File: config.mk
export PLATFORM = sky130hd
export DESIGN_NAME = hostPort
export DESIGN_NICKNAME = d
export VERILOG_FILES = /design/src/verilog/coreDefs.sv /design/src/verilog/hostPort.sv
export SDC_FILE = /design/constraint.sdc
export NUM_CORES = 1
export LEC_CHECK = 0
export BUFFER_PORTS_ARGS = -buffer_cell sky130_fd_sc_hd__buf_2
export CAP_MARGIN = 15
export CORE_ASPECT_RATIO = 0.75
export CORE_MARGIN = 8
export CORE_UTILIZATION = 42
export DETAILED_ROUTE_END_ITERATION = 8
export PLACE_DENSITY_LB_ADDON = 0.3
export SETUP_SLACK_MARGIN = 0.5
export SLEW_MARGIN = 20
export SYNTH_ARGS = -nofsm -noshare
export SYNTH_HDL_FRONTEND = slang
export SYNTH_SLANG_ARGS = --single-unit
File: constraint.sdc
create_clock -name clk -period 5.2 [get_ports clk]
set_clock_uncertainty 0.2 [all_clocks]
set_input_delay 0 -clock clk [delete_from_list [all_inputs] [get_ports clk]]
set_output_delay 0 -clock clk [all_outputs]
set_load 0.02 [all_outputs]
File: src/verilog/coreDefs.sv
package coreDefs;

	////////////////////////////////////////////////////////////
	// Datapath widths
	////////////////////////////////////////////////////////////
	localparam int DataWidth    = 32;
	localparam int RegAddrWidth = 5;

	typedef logic [DataWidth-1:0]    dataT;
	typedef logic [RegAddrWidth-1:0] regAddrT;

	// Opcode field, instr[31:26]
	localparam logic [5:0] OpRType = 6'd0;
	localparam logic [5:0] OpAddi  = 6'd8;
	localparam logic [5:0] OpAndi  = 6'd12;
	localparam logic [5:0] OpOri   = 6'd13;
	localparam logic [5:0] OpLui   = 6'd15;
	// End of program marker
	localparam logic [5:0] OpEop   = 6'd63;

	// Funct field of R-type, instr[5:0]
	localparam logic [5:0] FnSll = 6'd0;
	localparam logic [5:0] FnSrl = 6'd2;
	localparam logic [5:0] FnAdd = 6'd32;
	localparam logic [5:0] FnSub = 6'd34;
	localparam logic [5:0] FnAnd = 6'd36;
	localparam logic [5:0] FnOr  = 6'd37;
	localparam logic [5:0] FnXor = 6'd38;
	localparam logic [5:0] FnSlt = 6'd42;

	typedef enum logic [3:0] {
		AluAdd, AluSub, AluAnd, AluOr, AluXor, AluSlt, AluSll, AluSrl
	} aluOpT;

	typedef enum logic [1:0] {CmdLoad, CmdRead, CmdRun} hostCmdT;

	// Shift amount forced into operand A for lui
	localparam int LuiShift = 16;

endpackage

File: src/verilog/hostPort.sv
`timescale 1ns/1ps

module hostPort
	import coreDefs::*;
#(
	parameter int ImemAddrWidth = 8
) (
	input  logic                     clk,
	input  logic                     rstN,
	input  logic                     hostReq,
	input  hostCmdT                  hostCmd,
	input  logic [ImemAddrWidth-1:0] hostAddr,
	input  dataT                     hostWdata,
	input  logic                     wbDoneEop,
	input  dataT                     hostRegData,
	output logic                     hostAck,
	output dataT                     hostRdata,
	output logic                     imemWe,
	output logic [ImemAddrWidth-1:0] imemAddr,
	output dataT                     imemWdata,
	output logic                     runStart,
	output regAddrT                  hostRegAddr
);

	typedef enum logic [1:0] {StIdle, StBusy, StAck} stateT;

	stateT   state;
	hostCmdT cmdQ;

	// Latched address doubles as register index for reads
	assign hostRegAddr = regAddrT'(imemAddr);

	////////////////////////////////////////////////////////////
	// Handshake FSM
	////////////////////////////////////////////////////////////
	always_ff @(posedge clk or negedge rstN) begin
		if (!rstN) begin
			state    <= StIdle;
			cmdQ     <= CmdLoad;
			hostAck  <= 1'b0;
			runStart <= 1'b0;
			imemWe   <= 1'b0;
		end else begin
			// Single-cycle strobes
			runStart <= 1'b0;
			imemWe   <= 1'b0;
			case (state)
				StIdle: begin
					if (hostReq) begin
						cmdQ     <= hostCmd;
						state    <= StBusy;
						imemWe   <= (hostCmd == CmdLoad);
						runStart <= (hostCmd == CmdRun);
					end
				end
				StBusy: begin
					// Load and read finish here, run waits for eop in WB
					if (cmdQ != CmdRun || wbDoneEop) begin
						state   <= StAck;
						hostAck <= 1'b1;
					end
				end
				StAck: begin
					// Hold ack until host lets go of req
					if (!hostReq) begin
						state   <= StIdle;
						hostAck <= 1'b0;
					end
				end
				default: state <= StIdle;
			endcase
		end
	end

	// Request fields and read data
	always_ff @(posedge clk) begin
		if (state == StIdle && hostReq) begin
			imemAddr  <= hostAddr;
			imemWdata <= hostWdata;
		end
		// Register value settles during the busy cycle
		if (state == StBusy && cmdQ == CmdRead) begin
			hostRdata <= hostRegData;
		end
	end

endmodule

# Yosys cells after proc, flatten, opt, wreduce, memory -nomap -nowiden
# Index checks and enable logic that the tools add are counted.
# word_totals
register_bits,79
input_bits,78
# classes
n_eq_ne,8
muxes,11
reduce_logical,9
# ops
cell,count
$ne A2 B2 Y1 const B,4
$mux W1,6
$mux W2,3
$pmux W2 S3,1
$reduce_and A3 Y1,2
$eq A2 B1 Y1 const B,2
$eq A2 B2 Y1 const B,2
$logic_not A2 Y1,2
$logic_and A1 B1 Y1,2
$pmux W1 S2,1
$reduce_and A2 Y1,1
$reduce_bool A2 Y1,1
$logic_or A1 B1 Y1,1

# Logic depth before layout (Yosys ltp)
# depth
depth_word,4
mapped_depth,3
depth_no_buf,3

# Worst setup path before layout
# OpenSTA, ideal clock, no wires.
# synth_timing
path_type,reg2reg
from,reg state[1]
to,reg hostRdata[0] (enable)
arrival_ns,2.951
setup_slack_ns,1.581
path_stages_with_launch,3
n_path_buf,0
cell_sequence,dfrtp_1 nand2b_1 nor3b_1
# synth_via
elab_chain_cells,2
# synth_rtl
element,line_no,rtl
start: declaration,hostPort.sv:27,stateT state;
start signal: assignment,hostPort.sv:38,state <= StIdle;
start signal: assignment,hostPort.sv:51,state <= StBusy;
start signal: assignment,hostPort.sv:59,state <= StAck;
$eq A2 B1 Y1,hostPort.sv:82,if (state == StBusy && cmdQ == CmdRead) begin
$logic_and A1 B1 Y1,hostPort.sv:82,
end signal: assignment,hostPort.sv:83,hostRdata <= hostRegData;
end: declaration,hostPort.sv:17,"output dataT hostRdata,"
# No other way between the ends.
# A chain may end at the register's enable or synchronous reset.

# Final worst setup path
# layout_timing
from,reg state[1]
to,reg cmdQ[1]
# layout_via
elab_chain_cells,2
# layout_rtl
element,line_no,rtl
$logic_not A2 Y1,hostPort.sv:47,case (state)
$reduce_and A2 Y1 (no source line),n/a,
end signal: assignment,hostPort.sv:39,cmdQ <= CmdLoad;
end signal: assignment,hostPort.sv:50,cmdQ <= hostCmd;
end: declaration,hostPort.sv:28,hostCmdT cmdQ;
# No other way between the ends.

==> impl_metrics.env <==
export IMPL_status="completed"
export IMPL_powerDensity_nw_per_um2=402
export IMPL_max_stage_delay_ns=0.50
export IMPL_yosys_warnings=0
export IMPL_drt_iter0_markers=44
export IMPL_internal_power_w=0.00126
export IMPL_rsz0062_at_grt="no"
export IMPL_drive_gt1_frac=0.510
export IMPL_synth_edf_count=72
export IMPL_core_area_um2=5800
export IMPL_worst_slew_pin_slew_ns=0.699
export IMPL_seq_area_um2=2340
export IMPL_yosysSeqAreaShare=0.935
export IMPL_postCtsSetupRepairBufs=0
export IMPL_hold_class="input port to register"
export IMPL_drc=0
export IMPL_syn_inst=100
export IMPL_place_congestion=0.693
export IMPL_grt_pass1_vias=2151
export IMPL_synthesis_area_um2=2500
export IMPL_antenna_found_initial=0
export IMPL_ctsHoldBuffers=81
export IMPL_timing_setup_tns_ns=0
export IMPL_synthFlopType="edfxtp_1"
export IMPL_antenna_left=0
export IMPL_wl_um=7540
export IMPL_timing_final_hold_violations=0
export IMPL_end_kind="register"
export IMPL_maxSlewViolCount=0
export IMPL_yosysMostFrequentCell="edfxtp_1"
export IMPL_clockBufferDepth=2
export IMPL_netlist_area_leader_share=0.865
export IMPL_post_route_period_util=0.385
export IMPL_path_class="register to register"
export IMPL_ctsResizeCount=0
export IMPL_initial_core_util=0.431
export IMPL_synth_fp_nets=178
export IMPL_p_comb_frac=0.236
export IMPL_syn2layout_area_growth_pct=75.3
export IMPL_crit_chain="or3b_4, clkinv_2, mux2_4"
export IMPL_grt_util_all_layers=0.172
export IMPL_switchingPower_w=0.000502
export IMPL_clock_root_buffer="clkbuf_8"
export IMPL_startpoint_type="register"
export IMPL_path_clk_slew_ns=0.07
export IMPL_gr_total_overflow=0
export IMPL_p_sw_frac=0.285
export IMPL_cts_made_buffers=9
export IMPL_grt_max_degree=44
export IMPL_drt_pass1_iterations=4
export IMPL_core_rowCount=24
export IMPL_yosys_top_cells_area="edfxtp_1 87%, dfrtp_1 7.0%, buf_4 1.5%"
export IMPL_fmaxAchievable_mhz=499
export IMPL_num_vias=1828
export IMPL_dieHeight_um=82.8
export IMPL_nNetsFinal=423
export IMPL_crit_slowest_cell="clkinv_2"
export IMPL_vias_per_cell=4.27
export IMPL_setup_viol=0
export IMPL_final_util=0.756
export IMPL_clock_latency_ns=0.34
export IMPL_synth_largest_area_cell="edfxtp_1"
export IMPL_required_ns=5.23
export IMPL_grt_pass1_wl_um=11100
export IMPL_die_area_um2=8700
export IMPL_seq_power_share=0.496
export IMPL_routedWlPerCell_um=17.6
export IMPL_vdd_drop_max_uv=312
export IMPL_ios=158
export IMPL_cts_max_level=3
export IMPL_ys_ff_latch=79
export IMPL_slew_headroom=0.534
export IMPL_io_buffers=157
export IMPL_tritoncts="done"
export IMPL_multi_input_area_um2=120
export IMPL_min_period_ns=2.00
export IMPL_avgSynthCellArea_um2=25.0
export IMPL_p_clk_frac=0.268
export IMPL_p_leak_nw=1.87
export IMPL_cts_sinks=79
export IMPL_yosys_top_cells_count="72 x edfxtp_1, 7 x dfrtp_1, 5 x buf_4"
export IMPL_cp_arrival_ns=2.03
export IMPL_fillers=372
export IMPL_die_x_um=105
export IMPL_worst_path_max_fanout=43
export IMPL_max_cap_violations=0
export IMPL_synth_distinct_cells=14
export IMPL_synthArstFlopShare=0.0886
-- cell type report --
cell class,instances,area share
inverters,2,0.00200
multi-input cells,14,0.0274
repair buffers,239,0.366
clock inverters,6,0.0197
clock buffers,9,0.0283
well taps,78,0.0223
flip-flops and latches,79,0.534
diodes,1,0.000571
-- logic make-up after synthesis --
group                  count (synthesis)  share of synthesized area
flip-flops                            79                      0.935
AO/OA/AOI/OAI                          4                     0.0105
buffers and inverters                  7                     0.0185
AND/OR/NAND/NOR                        8                     0.0235
multiplexers                           2                     0.0120
-- state kept, by name, indices dropped and copies added (netlist names) --
register,cells
cmdQ,2
hostRdata,32
hostAck,1
imemWe,1
state,2
imemAddr,8
runStart,1
imemWdata,32
-- power groups by stage --
stage | clock network [W] | registers (W) | logic [W]
floorplan | 0 | 0.00100 | 0.000102
finish | 0.000472 | 0.000873 | 0.000416
detailed placement | 0 | 0.000884 | 0.000365
CTS | 0.000486 | 0.000870 | 0.000418
global placement | 0 | 0.000878 | 0.000360
global route | 0.000504 | 0.000884 | 0.000442
-- worst paths after layout --
check / from / end / slack [ns] / cells after the start
max: state[1]$_DFFE_PN0P_ / cmdQ[1]$_DFFE_PN0P_ / 3.20 / 3
min: hostRegData[31] / hostRdata[31]$_DFFE_PP_ / 0.17 / 2
max reg2reg: state[1]$_DFFE_PN0P_ / cmdQ[1]$_DFFE_PN0P_ / 3.20 / 3
min reg2reg: cmdQ[0]$_DFFE_PN0P_ / cmdQ[0]$_DFFE_PN0P_ / 0.36 / 1
max in group asynchronous: rstN / cmdQ[0]$_DFFE_PN0P_ / 4.15 / 3
min in group asynchronous: rstN / state[0]$_DFFE_PN0P_ / 0.41 / 3
-- worst max-delay path: cells and delay by family, from the launching register on --
family	cells	cell delay, ns
simple gates	1	0.42
buf+inv	1	0.50
flops	1	0.41
mux	1	0.35
-- stage by stage --
step | instances | setup WS (ns) | instance area (µm²) | hold slack [ns] | total power [W]
6_report | 428 | 3.20 | 4380 | 0.168 | 0.00176
3_3_place_gp | 331 | 3.21 | 3360 | -0.358 | 0.00124
2_1_floorplan | 100 | 1.58 | 2500 | -0.496 | 0.00110
3_5_place_dp | 331 | 3.19 | 3360 | -0.358 | 0.00125
5_1_grt | 427 | 3.11 | 4380 | 0.153 | 0.00183
4_1_cts | 427 | 3.18 | 4380 | 0.148 | 0.00177
-- cells in the final DEF (no fill, tap or decap) --
master	instances
edfxtp_1	72
nor3b_2	1
buf_2	157
buf_4	1
a31o_1	1
mux2_4	2
o211ai_1	1
clkinv_2	3
or3b_4	1
bufinv_16	2
nand3b_1	1
clkbuf_8	9
inv_1	1
nor3b_1	2
diode_2	1
o21ai_0	2
clkinvlp_4	1
dfrtp_1	7
dlygate4sd3_1	81
nand2b_1	2
clkinv_4	1
nor3_1	1
-- routing by layer --
layer,GRT usage,routed length [µm],up-vias
li1,-,-,877
met1,0.133,2270,866
met2,0.366,4630,72
met3,0.0694,467,13
met4,0.0823,169,0
met5,0,0,-
Power figures use the tool's default switching activity.
