$ cat src/verilog/coreDefs.sv
package coreDefs;

	////////////////////////////////////////////////////////////
	// Datapath widths
	////////////////////////////////////////////////////////////
	localparam int DataWidth    = 32;
	localparam int RegAddrWidth = 5;

	typedef logic [DataWidth-1:0]    dataT;
	typedef logic [RegAddrWidth-1:0] regAddrT;

	// Opcode field, instr[31:26]
	localparam logic [5:0] OpRType = 6'd0;
	localparam logic [5:0] OpAddi  = 6'd8;
	localparam logic [5:0] OpAndi  = 6'd12;
	localparam logic [5:0] OpOri   = 6'd13;
	localparam logic [5:0] OpLui   = 6'd15;
	// End of program marker
	localparam logic [5:0] OpEop   = 6'd63;

	// Funct field of R-type, instr[5:0]
	localparam logic [5:0] FnSll = 6'd0;
	localparam logic [5:0] FnSrl = 6'd2;
	localparam logic [5:0] FnAdd = 6'd32;
	localparam logic [5:0] FnSub = 6'd34;
	localparam logic [5:0] FnAnd = 6'd36;
	localparam logic [5:0] FnOr  = 6'd37;
	localparam logic [5:0] FnXor = 6'd38;
	localparam logic [5:0] FnSlt = 6'd42;

	typedef enum logic [3:0] {
		AluAdd, AluSub, AluAnd, AluOr, AluXor, AluSlt, AluSll, AluSrl
	} aluOpT;

	typedef enum logic [1:0] {CmdLoad, CmdRead, CmdRun} hostCmdT;

	// Shift amount forced into operand A for lui
	localparam int LuiShift = 16;

endpackage

$ cat src/verilog/executeStage.sv
`timescale 1ns/1ps

module executeStage
	import coreDefs::*;
(
	input  logic       clk,
	input  logic       rstN,
	input  logic       exValid,
	input  aluOpT      exAluOp,
	input  dataT       exOpA,
	input  dataT       exOpB,
	input  regAddrT    exRs,
	input  regAddrT    exRt,
	input  regAddrT    exDest,
	input  logic       exRegWrite,
	input  logic       exUseImm,
	input  dataT       exImm,
	input  logic [4:0] exShamt,
	input  logic       exShiftImm,
	input  logic       exLoadImm,
	input  logic       exEop,
	output logic       wbValid,
	output regAddrT    wbDest,
	output logic       wbRegWrite,
	output dataT       wbResult,
	output logic       wbEop,
	output logic       wbDoneEop
);

	dataT fwdA;
	dataT fwdB;
	dataT srcA;
	dataT srcB;
	dataT aluResult;

	////////////////////////////////////////////////////////////
	// Forwarding from EX/WB
	////////////////////////////////////////////////////////////
	// Older results already sit in the register file
	assign fwdA = (wbRegWrite && wbDest == exRs && exRs != '0) ? wbResult : exOpA;
	assign fwdB = (wbRegWrite && wbDest == exRt && exRt != '0) ? wbResult : exOpB;

	// Operand A: register, shamt, or 16 for lui
	always_comb begin
		if (exLoadImm) begin
			srcA = dataT'(LuiShift);
		end else if (exShiftImm) begin
			srcA = dataT'(exShamt);
		end else begin
			srcA = fwdA;
		end
	end

	// Operand B: register or extended immediate
	assign srcB = exUseImm ? exImm : fwdB;

	////////////////////////////////////////////////////////////
	// ALU
	////////////////////////////////////////////////////////////
	always_comb begin
		case (exAluOp)
			AluAdd:  aluResult = srcA + srcB;
			AluSub:  aluResult = srcA - srcB;
			AluAnd:  aluResult = srcA & srcB;
			AluOr:   aluResult = srcA | srcB;
			AluXor:  aluResult = srcA ^ srcB;
			// Signed compare
			AluSlt:  aluResult = dataT'($signed(srcA) < $signed(srcB));
			// Value in B, amount in A
			AluSll:  aluResult = srcB << srcA[4:0];
			AluSrl:  aluResult = srcB >> srcA[4:0];
			default: aluResult = '0;
		endcase
	end

	// EX/WB register
	always_ff @(posedge clk or negedge rstN) begin
		if (!rstN) begin
			wbValid    <= 1'b0;
			wbRegWrite <= 1'b0;
			wbEop      <= 1'b0;
		end else begin
			wbValid    <= exValid;
			wbRegWrite <= exValid && exRegWrite;
			wbEop      <= exValid && exEop;
		end
	end

	always_ff @(posedge clk) begin
		wbDest   <= exDest;
		wbResult <= aluResult;
	end

	// Run complete, eop reached writeback
	assign wbDoneEop = wbValid && wbEop;

endmodule

$ cat config.mk
export PLATFORM = sky130hd
export DESIGN_NAME = executeStage
export DESIGN_NICKNAME = d
export VERILOG_FILES = /design/src/verilog/coreDefs.sv /design/src/verilog/executeStage.sv
export SDC_FILE = /design/constraint.sdc
export NUM_CORES = 1
export LEC_CHECK = 0
export BUFFER_PORTS_ARGS = -buffer_cell sky130_fd_sc_hd__buf_2
export CAP_MARGIN = 20
export CORE_ASPECT_RATIO = 1.5
export CORE_MARGIN = 2
export CORE_UTILIZATION = 40
export CTS_BUF_LIST = sky130_fd_sc_hd__clkbuf_8 sky130_fd_sc_hd__clkbuf_16
export CTS_CLUSTER_SIZE = 12
export DETAILED_ROUTE_END_ITERATION = 12
export PLACE_DENSITY = 0.67
export SYNTH_ARGS = -nofsm -noshare
export SYNTH_HDL_FRONTEND = slang
export SYNTH_SLANG_ARGS = --single-unit
$ cat constraint.sdc
create_clock -name clk -period 7.95 [get_ports clk]
set_input_delay 1.1925 -clock clk [delete_from_list [all_inputs] [get_ports clk]]
set_output_delay 1.1925 -clock clk [all_outputs]
set_load 0.01 [all_outputs]
# After elaboration in Yosys (flattened, before gate mapping)

Cells that the tools add are included.

Memories: 0
Bits in registers: 40
Bits in read-only memories: 0
Memory bits (writable): 0
Latch bits: 0
Input bits: 128

Divide/modulo/power cells: 0
Shifts and indexed selects: 2
Equal/unequal tests: 9
Bitwise logic cells: 3
Reduce and logical (&&, ||, !) cells: 10
Muxes and demuxes: 6
Multipliers: 0
Add/subtract/negate cells: 2
$lt $le $gt $ge: 1

Operators with widths:

| cell                                                            | number |
|---|---|
| 32-bit one-hot mux with 8 select lines                          | 1 |
| 32-bit 2-to-1 mux                                               | 5 |
| 32-bit adder                                                    | 1 |
| 32-bit AND                                                      | 1 |
| 32-bit < comparator                                             | 1 |
| 32-bit bitwise OR                                               | 1 |
| 32-bit by 5-bit << shifter with 32-bit output                   | 1 |
| 32-bit by 5-bit >> shifter with 32-bit output                   | 1 |
| 32-bit subtractor                                               | 1 |
| 32-bit bitwise XOR                                              | 1 |
| 4-bit by 3-bit == test with 1-bit output, second input constant | 4 |
| 5-bit == test                                                   | 2 |
| 5-bit nonzero test                                              | 2 |
| 4-bit by 2-bit == test with 1-bit output, second input constant | 2 |
| 1-bit logical AND                                               | 7 |
| 4-bit by 1-bit == test with 1-bit output, second input constant | 1 |
| 4-bit zero test                                                 | 1 |

# Longest topological paths before layout

Gate-level depths: netlist of run 1.

Depth in word-level cells: 8
Gate-level depth with buffers: 21
Gate-level depth less buffers: 18

# Worst setup path after synthesis of run 1

No wires, ideal clock.

Kind: input to register
From: input exRs[0]
To: register wbResult[23]
Slack: 2327 ps
Required time: 7830 ps
Path buffers: 3
Library setup time: 120 ps
Stages: 20
Data arrival time: 5504 ps
Cell sequence: nor4_1 o21ai_2 nand3_1 buf_4 buf_1 mux2i_1 or2_2 ha_1 clkbuf_1 or4_1 nor2_1 and4_1 nand3_1 o2bb2ai_1 o21ai_1 o21ai_0 nor2b_1 a21o_1 xnor2_1 a211o_1

Cells in the longest elaborated chain, start to end: 8

Ends and longest elaborated chain:

| what                                       | RTL line           | RTL |
|---|---|---|
| start: declaration                         | executeStage.sv:12 | `input regAddrT exRs,` |
| 5-bit == test                              | executeStage.sv:40 | `assign fwdA = (wbRegWrite && wbDest == exRs && exRs != '0) ? wbResult : exOpA;` |
| 1-bit logical AND                          | executeStage.sv:40 |  |
| 1-bit logical AND (*)                      | executeStage.sv:40 |  |
| 32-bit 2-to-1 mux (*)                      | executeStage.sv:40 |  |
| 32-bit 2-to-1 mux (*)                      | executeStage.sv:47 | `end else if (exShiftImm) begin` |
| 32-bit 2-to-1 mux (*)                      | executeStage.sv:45 | `if (exLoadImm) begin` |
| 32-bit subtractor (tied with other cells)  | executeStage.sv:63 | `AluSub: aluResult = srcA - srcB;` |
| 32-bit one-hot mux with 8 select lines (*) | executeStage.sv:61 | `case (exAluOp)` |
| net aluResult[23]                          | executeStage.sv:34 | `dataT aluResult;` |
| end signal: assignment                     | executeStage.sv:91 | `wbResult <= aluResult;` |
| end: declaration                           | executeStage.sv:25 | `output dataT wbResult,` |

Mark *: on every way through the listed nets, which the timed path passes. The rest lies on a longest branch.

# Final worst setup path of run 1

From: input exRt[1]
To: register wbResult[11]

Cells in the longest elaborated chain, start to end: 7

Ends and longest elaborated chain:

| what                                       | RTL line           | RTL |
|---|---|---|
| start: declaration                         | executeStage.sv:13 | `input regAddrT exRt,` |
| 5-bit == test                              | executeStage.sv:41 | `assign fwdB = (wbRegWrite && wbDest == exRt && exRt != '0) ? wbResult : exOpB;` |
| 1-bit logical AND                          | executeStage.sv:41 |  |
| 1-bit logical AND (*)                      | executeStage.sv:41 |  |
| 32-bit 2-to-1 mux (*)                      | executeStage.sv:41 |  |
| 32-bit 2-to-1 mux (*)                      | executeStage.sv:55 | `assign srcB = exUseImm ? exImm : fwdB;` |
| 32-bit subtractor (tied with other cells)  | executeStage.sv:63 |  |
| 32-bit one-hot mux with 8 select lines (*) | executeStage.sv:61 |  |
| net aluResult[11]                          | executeStage.sv:34 |  |

Marks and branches as above.

==> metrics.md, run 1 <==
| Metric | Value |
|---|---|
| IO buf count | 168 |
| Fill count | a little under 3k |
| Net count, final | 1905 |
| Number of synthesized register bits | 40 |
| Area Overhead vs Synth | 10.5% |
| Async SR Flop Fraction | 7.50% |
| Initial DRC count | 1368 |
| Final worst slack | around 1.7 ns |
| Clk_lat worst skew | 0.33 ns |
| HP Class | in -> async |
| Worst vdd ir | 0.0000808 V |
| Synth Instances | 1589 |
| Max-Cap Viols | 0 |
| Min Tclk post-route | 6.30 ns |
| DRC viols | 0 |
| EDFF count, synth | 0 |
| Startpoint types | primary input |
| Ant. Diodes | 0 |
| Tcrit/Tclk final | between 70% and 80% |
| Setup crit end | wbResult[11] |
| Number of global-route vias before repair | between 10k and 15k |
| R2R cell count | 17 |
| CTS H-tree lvls | 2 |
| Core Area | ~27000 um2 |
| Hold buffer count at CTS | 0 |
| Slew @ Worst Pin | between 1 and 1.5 ns |
| Starting density of the core | around two fifths |
| # Post-CTS Setup Buffers | 0 |
| Syn_area_per_cell | between 6 and 7 um2 |
| CTS resizes | 0 |
| Power per cell area | about 120 nW/um2 |
| CTS clk-pin slew, worst paths | approximately 0.090 ns |
| Critical Path Sink Type | flip-flop |
| First-pass GRT wire length | a little under 80000 um |
| Yosys cell types | 84 |
| FF-to-FF End | wbResult[11] |
| Critical path required time | between 8 and 9 ns |
| Initial antenna violation count | 1 |
| Dpl ws | 1.47 ns |
| Layout cells sized above 1 | between 10% and 20% |
| Die Span X | 139 um |
| DR vias | about 13k |
| Site Rows | 74 |
| Syn nets | approximately 1.8k |
| Post-synthesis sequential area ratio | 7.44% |
| I/O Pins | roughly 170 |
| Area of the mapped netlist | roughly 11000 um2 |
| Placed cells | around 2.0k |
| Setup violators final | 0 |
| Slew HR | 24.6% |
| Syn. warnings | 0 |
| FF-to-FF Start | wbDest[2] |
| Setup_tns | 0 ns |
| Overall Global Routing Usage | between 30% and 40% |
| GRT overflow | 0 |
| FF-to-FF setup slack | 2.39 ns |
| Finished Layout Cells | ~2k |
| Die area | around 29000 um2 |
| CTS Sinks | 40 |
| Fin Clk Skew | approximately 0.013 ns |
| Routability cong. | ~1.1 |
| Unrepaired setup endpoints after global routing | no |
| Hpwl dp | about 43000 um |
| Fmax | around 0.16 GHz |
| Routed Wire Length | ~54000 um |
| Lkg Pwr | around 5.8 nW |
| Vias/cell | 6.61 |
| Slew Viols, Final | 0 |
| CP Max Fanout | 31 |
| Main synth FF type | dfxtp_1 |
| WL per Instance | approximately 27 um |
| Worst Setup SP | exRt[1] |
| TritonCTS clock tree | yes |
| CTS Buffer Depth | 2 |
| Crit Path Class | in -> reg |
| 1st-pass router iterations | 8 |
| Worst EP arrival | 6.50 ns |
| Status | completed |
| Die Ht | ~210 um |
| Num CTS Buffers | 5 |
| CTS Root Cell | clkbuf_16 |
| Post-route ant nets | 0 |
| Hold Violations, Final | 0 |
| Pin count of the biggest net entering global routing | 50 |
-- sequential cells by signal (all words and copies together), names as in the netlist --
signal      cells
wbEop           1
wbDest          5
wbResult       32
wbValid         1
wbRegWrite      1
-- per-stage QoR --
stage / instance area [um2] / hold WS (ns) / util [%] / power, mW
4_1_cts: 12100 / 0.658 / 44.7 / 1.36
5_1_grt: 12100 / 0.651 / 44.7 / 1.45
2_1_floorplan: 11000 / 0.897 / - / 0.797
6_report: 12100 / 0.646 / 44.7 / 1.40
3_3_place_gp: 12000 / 0.997 / 44.1 / 1.10
3_5_place_dp: 12000 / 0.998 / 44.1 / 1.10
-- critical path, stage by stage --
cell and delay [ns]:
buf_2 0.11, nor4_1 0.38, o21ba_2 0.63, nor4_1 0.14, a311oi_1 0.79, inv_1 0.21, ha_1 0.40, inv_1 0.09
a21o_1 0.24, a21o_1 0.21, a21o_1 0.18, a41oi_1 0.47, o21ai_0 0.15, a211oi_1 0.28, a21oi_1 0.08, xor2_1 0.32
nor2_1 0.08, or4_1 0.52
-- report_power, final --
group | switching, mW | internal, mW | total (mW)
sequential | 0.0350 | 0.221 | 0.256
combinational | 0.581 | 0.296 | 0.877
clock | 0.127 | 0.138 | 0.265
total | 0.743 | 0.655 | 1.40
-- layout by cell type, fill, tap and decap left out, types with 16 or more instances in the layout --
cell type	Yosys	routed
dfxtp_1	37	37
a211oi_1	25	25
nor3_1	34	33
xnor2_1	31	31
o21ai_0	80	80
nor4_1	40	40
o211ai_1	31	31
or2_2	30	30
a311oi_2	16	16
and2_1	30	30
o21bai_1	26	26
buf_4	9	40
nor2_1	165	165
nand2_1	154	154
buf_2	30	168
inv_1	101	100
a221oi_1	25	25
nand3_1	23	22
mux2i_1	130	130
a21oi_1	111	111
ha_1	100	100
a221o_1	16	16
-- layer usage --
metal	share of wire (%)	wire length (um)	global-route usage, %	vias to the layer above
met4	6.2	3350	20.4	2
met3	7.5	4040	4.84	170
met5	0.024	13	0	-
met1	39	21200	44.4	6418
li1	-	-	-	5989
met2	47	25300	61.0	765
-- kinds of logic after synthesis --
logic type	count (synthesis)	synth area share, %
compound gates	483	31.8
xor+xnor	35	2.80
flops	40	7.44
fa+ha+maj	102	11.8
simple gates	551	23.8
buf+inv	234	9.00
mux	144	13.3
-- synthesized netlist by cell type (31+ instances only) --
master	number	area share (%)
xnor2_1	31	2.5
nand2_1	154	5.3
o21ai_0	80	3.7
nor3_1	34	1.6
nor2_1	165	5.6
o211ai_1	31	2.1
clkbuf_1	75	2.6
a21oi_1	111	5.1
mux2i_1	130	12
dfxtp_1	37	6.8
ha_1	100	11
nor4_1	40	2.3
inv_1	101	3.5
-- cell type report --
cell class / count / area (um2) / area share [%]
clock buffer: 6 / 150 / 1.24
clock inverter: 2 / 17.5 / 0.145
inverter: 105 / 394 / 3.25
multi-input combinational: 1315 / 9170 / 75.7
sequential: 40 / 816 / 6.73
tap: 342 / 428 / 3.53
timing repair buffer: 208 / 1140 / 9.42
-- how the worst min path moves through the flow --
stage	end	slack [ns]
CTS	wbRegWrite	0.66
floorplan	wbEop	0.90
global route	wbEop	0.65
finish	wbRegWrite	0.65
detailed placement	wbRegWrite	1.0
global placement	wbRegWrite	1.0
No activity file was read; power rests on OpenSTA's default activity.
==> run 2, diff against run 1 <==
==> constraint.sdc (replaced) <==
create_clock -name clk -period 6 [get_ports clk]
set_input_delay 0.9 -clock clk [delete_from_list [all_inputs] [get_ports clk]]
set_output_delay 0.9 -clock clk [all_outputs]
set_load 0.01 [all_outputs]
==> metrics.md, run 2 (synthesized netlist as in run 1, its figures left out) <==
| Metric | Value |
|---|---|
| Status | completed |
| GR Util met1 | around 45% |
| Most common cell after layout, fill and taps aside | buf_2 |
| Clk_lat worst skew | around 0.32 ns |
| Layout cells sized above 1 | 19.6% |
| DRC viols | 0 |
| Worst EP arrival | 5.85 ns |
| Placed cells | between 2k and 2.5k |
| Initial antenna violation count | 2 |
| FF-to-FF Start | wbDest[3] |
| Startpoint types | primary input |
| R2R cell count | 17 |
| Worst vdd ir | just over 0.0001 V |
| Starting density of the core | 40.4% |
| Largest Register | wbResult |
| Slew @ Worst Pin | 1.22 ns |
| Core Area | 27100 um2 |
| First-pass GRT wire length | ~80000 um |
| Hold buffer count at CTS | 0 |
| Slew HR | between 10% and 20% |
| Buf/Inv on CP | 2 |
| Slew Viols, Final | 0 |
| Hpwl dp | 44100 um |
| Vias/cell | approximately 6.6 |
| Num CTS Buffers | 5 |
| GRT overflow | 0 |
| CP cell instances | buf_2 > xnor2_1 > and3_1 > nand3_2 > buf_4 > mux2i_1 > or2_2 > ha_1 > nand2_1 > nor4_1 > nor3b_1 > nand4_1 > nand3_1 > a21oi_1 > o21ai_0 > o211ai_1 > xnor2_1 > o21ai_0 |
| Grt peak-use layer | met2 |
| FF-to-FF setup slack | about 0.62 ns |
| Routability cong. | around 1.1 |
| Crit path largest cell delay | between 0.5 and 0.6 ns |
| DR vias | approximately 14k |
| Die Span X | ~140 um |
| Slowest-stage cell, CP | ha_1 |
| Critical Path Sink Type | flip-flop |
| Power per cell area | between 100 and 150 nW/um2 |
| CTS clk-pin slew, worst paths | roughly 0.09 ns |
| CTS Root Cell | clkbuf_16 |
| CTS Buffer Depth | 2 |
| Die Ht | between 200 and 250 um |
| FF-to-FF End | wbResult[27] |
| Initial DRC count | ~1.7k |
| Net count, final | roughly 1.9k |
| Lkg Pwr | between 5 and 6 nW |
| Hold Violations, Final | 0 |
| HP Class | in -> async |
| Critical path's top delay family | simple AND/OR/NAND/NOR gates |
| Top flop regs | wbResult x32, wbDest x5 |
| CP Max Fanout | 18 |
| Die area | around 29000 um2 |
| Fin Clk Skew | roughly 0.016 ns |
| CTS H-tree lvls | 2 |
| TritonCTS clock tree | yes |
| Ant. Diodes | 0 |
| Routed Wire Length | ~55000 um |
| Unrepaired setup endpoints after global routing | no |
| Pin count of the biggest net entering global routing | 57 |
| Fmax | between 0.15 and 0.2 GHz |
| GR Util met3 | between 3 and 4% |
| Grt met2 use | between 60% and 70% |
| Setup_tns | 0 ns |
| Finished Layout Cells | between 2k and 2.5k |
| Max-Cap Viols | 0 |
| Fill count | 2859 |
| Crit Path Class | in -> reg |
| 1st-pass router iterations | 6 |
| Min Tclk post-route | about 5.7 ns |
| I/O Pins | between 150 and 200 |
| Post-route ant nets | 0 |
| Most frequent cells in the layout | 168 x buf_2, 165 x nor2_1, 154 x nand2_1 |
| Setup violators final | 0 |
| IO buf count | between 150 and 200 |
| Tcrit/Tclk final | a little over nine tenths |
| WL per Instance | approximately 27 um |
| Area Overhead vs Synth | 13.2% |
| # Post-CTS Setup Buffers | 0 |
| Overall Global Routing Usage | 36.2% |
| Site Rows | 74 |
| Max FFs per register | 32 |
| Number of global-route vias before repair | between 10k and 15k |
| CTS resizes | 0 |
| Critical path required time | 6.20 ns |
| CTS Sinks | 40 |
## run 2: changes by cell type in the layout (fill, tap and decap cells not counted), sizes merged
cell      change
buf          +41
clkinvlp      +2
clkbuf        -1
clkinv        -1
## run 2: power by group
part	total, mW	switching (mW)	leakage [nW]	internal, mW
combinational	1.21	0.792	5.57	0.419
clock	0.312	0.156	0.0660	0.156
sequential	0.336	0.0428	0.343	0.293
## run 2: worst register-to-register path, stage by stage (launching register included)
cell	delay, ns
dfxtp_1	0.43
xnor2_1	0.18
and3_1	0.33
nand3_2	0.45
buf_4	0.43
mux2i_1	0.16
or2_2	0.30
ha_1	0.53
nand2_1	0.27
nor4_1	0.43
nor3b_1	0.32
nand4_1	0.21
nand3_1	0.31
a21oi_1	0.15
o21ai_0	0.19
o211ai_1	0.13
xnor2_1	0.32
o21ai_0	0.12
## run 2: cell type report
cell class / instances / area (um2) / share of cell area [%]
Timing Repair Buffer: 249 / 1460 / 11.8
Clock inverter: 3 / 23.8 / 0.191
Tap cell: 342 / 428 / 3.45
Inverter: 105 / 394 / 3.17
Sequential cell: 40 / 816 / 6.57
Clock buffer: 5 / 125 / 1.01
Multi-Input combinational cell: 1315 / 9170 / 73.8
## run 2: per-stage QoR
step / utilization, % / area (um2) / power, mW / setup WS [ns] / hold slack [ns]
floorplan: - / 11000 / 1.06 / 0.669 / 0.604
global placement: 45.2 / 12300 / 1.50 / 0.217 / 0.706
detailed placement: 45.2 / 12300 / 1.50 / 0.105 / 0.708
CTS: 45.8 / 12400 / 1.81 / 0.448 / 0.366
global route: 45.8 / 12400 / 1.92 / 0.175 / 0.367
finish: 45.8 / 12400 / 1.86 / 0.346 / 0.361
## run 2: routing by layer
metal | vias up | wire length (um)
met4 | 2 | 3720
li1 | 6072 | -
met2 | 920 | 24800
met3 | 214 | 4680
met1 | 6379 | 21500
met5 | - | 14
## run 2: how the worst max path moves through the flow
stage | cells past startpoint | endpoint | from
floorplan | 20 | wbResult[23] | exRs[0]
global placement | 18 | wbResult[27] | exRs[0]
detailed placement | 18 | wbResult[27] | exRs[0]
CTS | 18 | wbResult[27] | exRs[0]
global route | 18 | wbResult[27] | exRs[0]
finish | 18 | wbResult[27] | exRs[3]
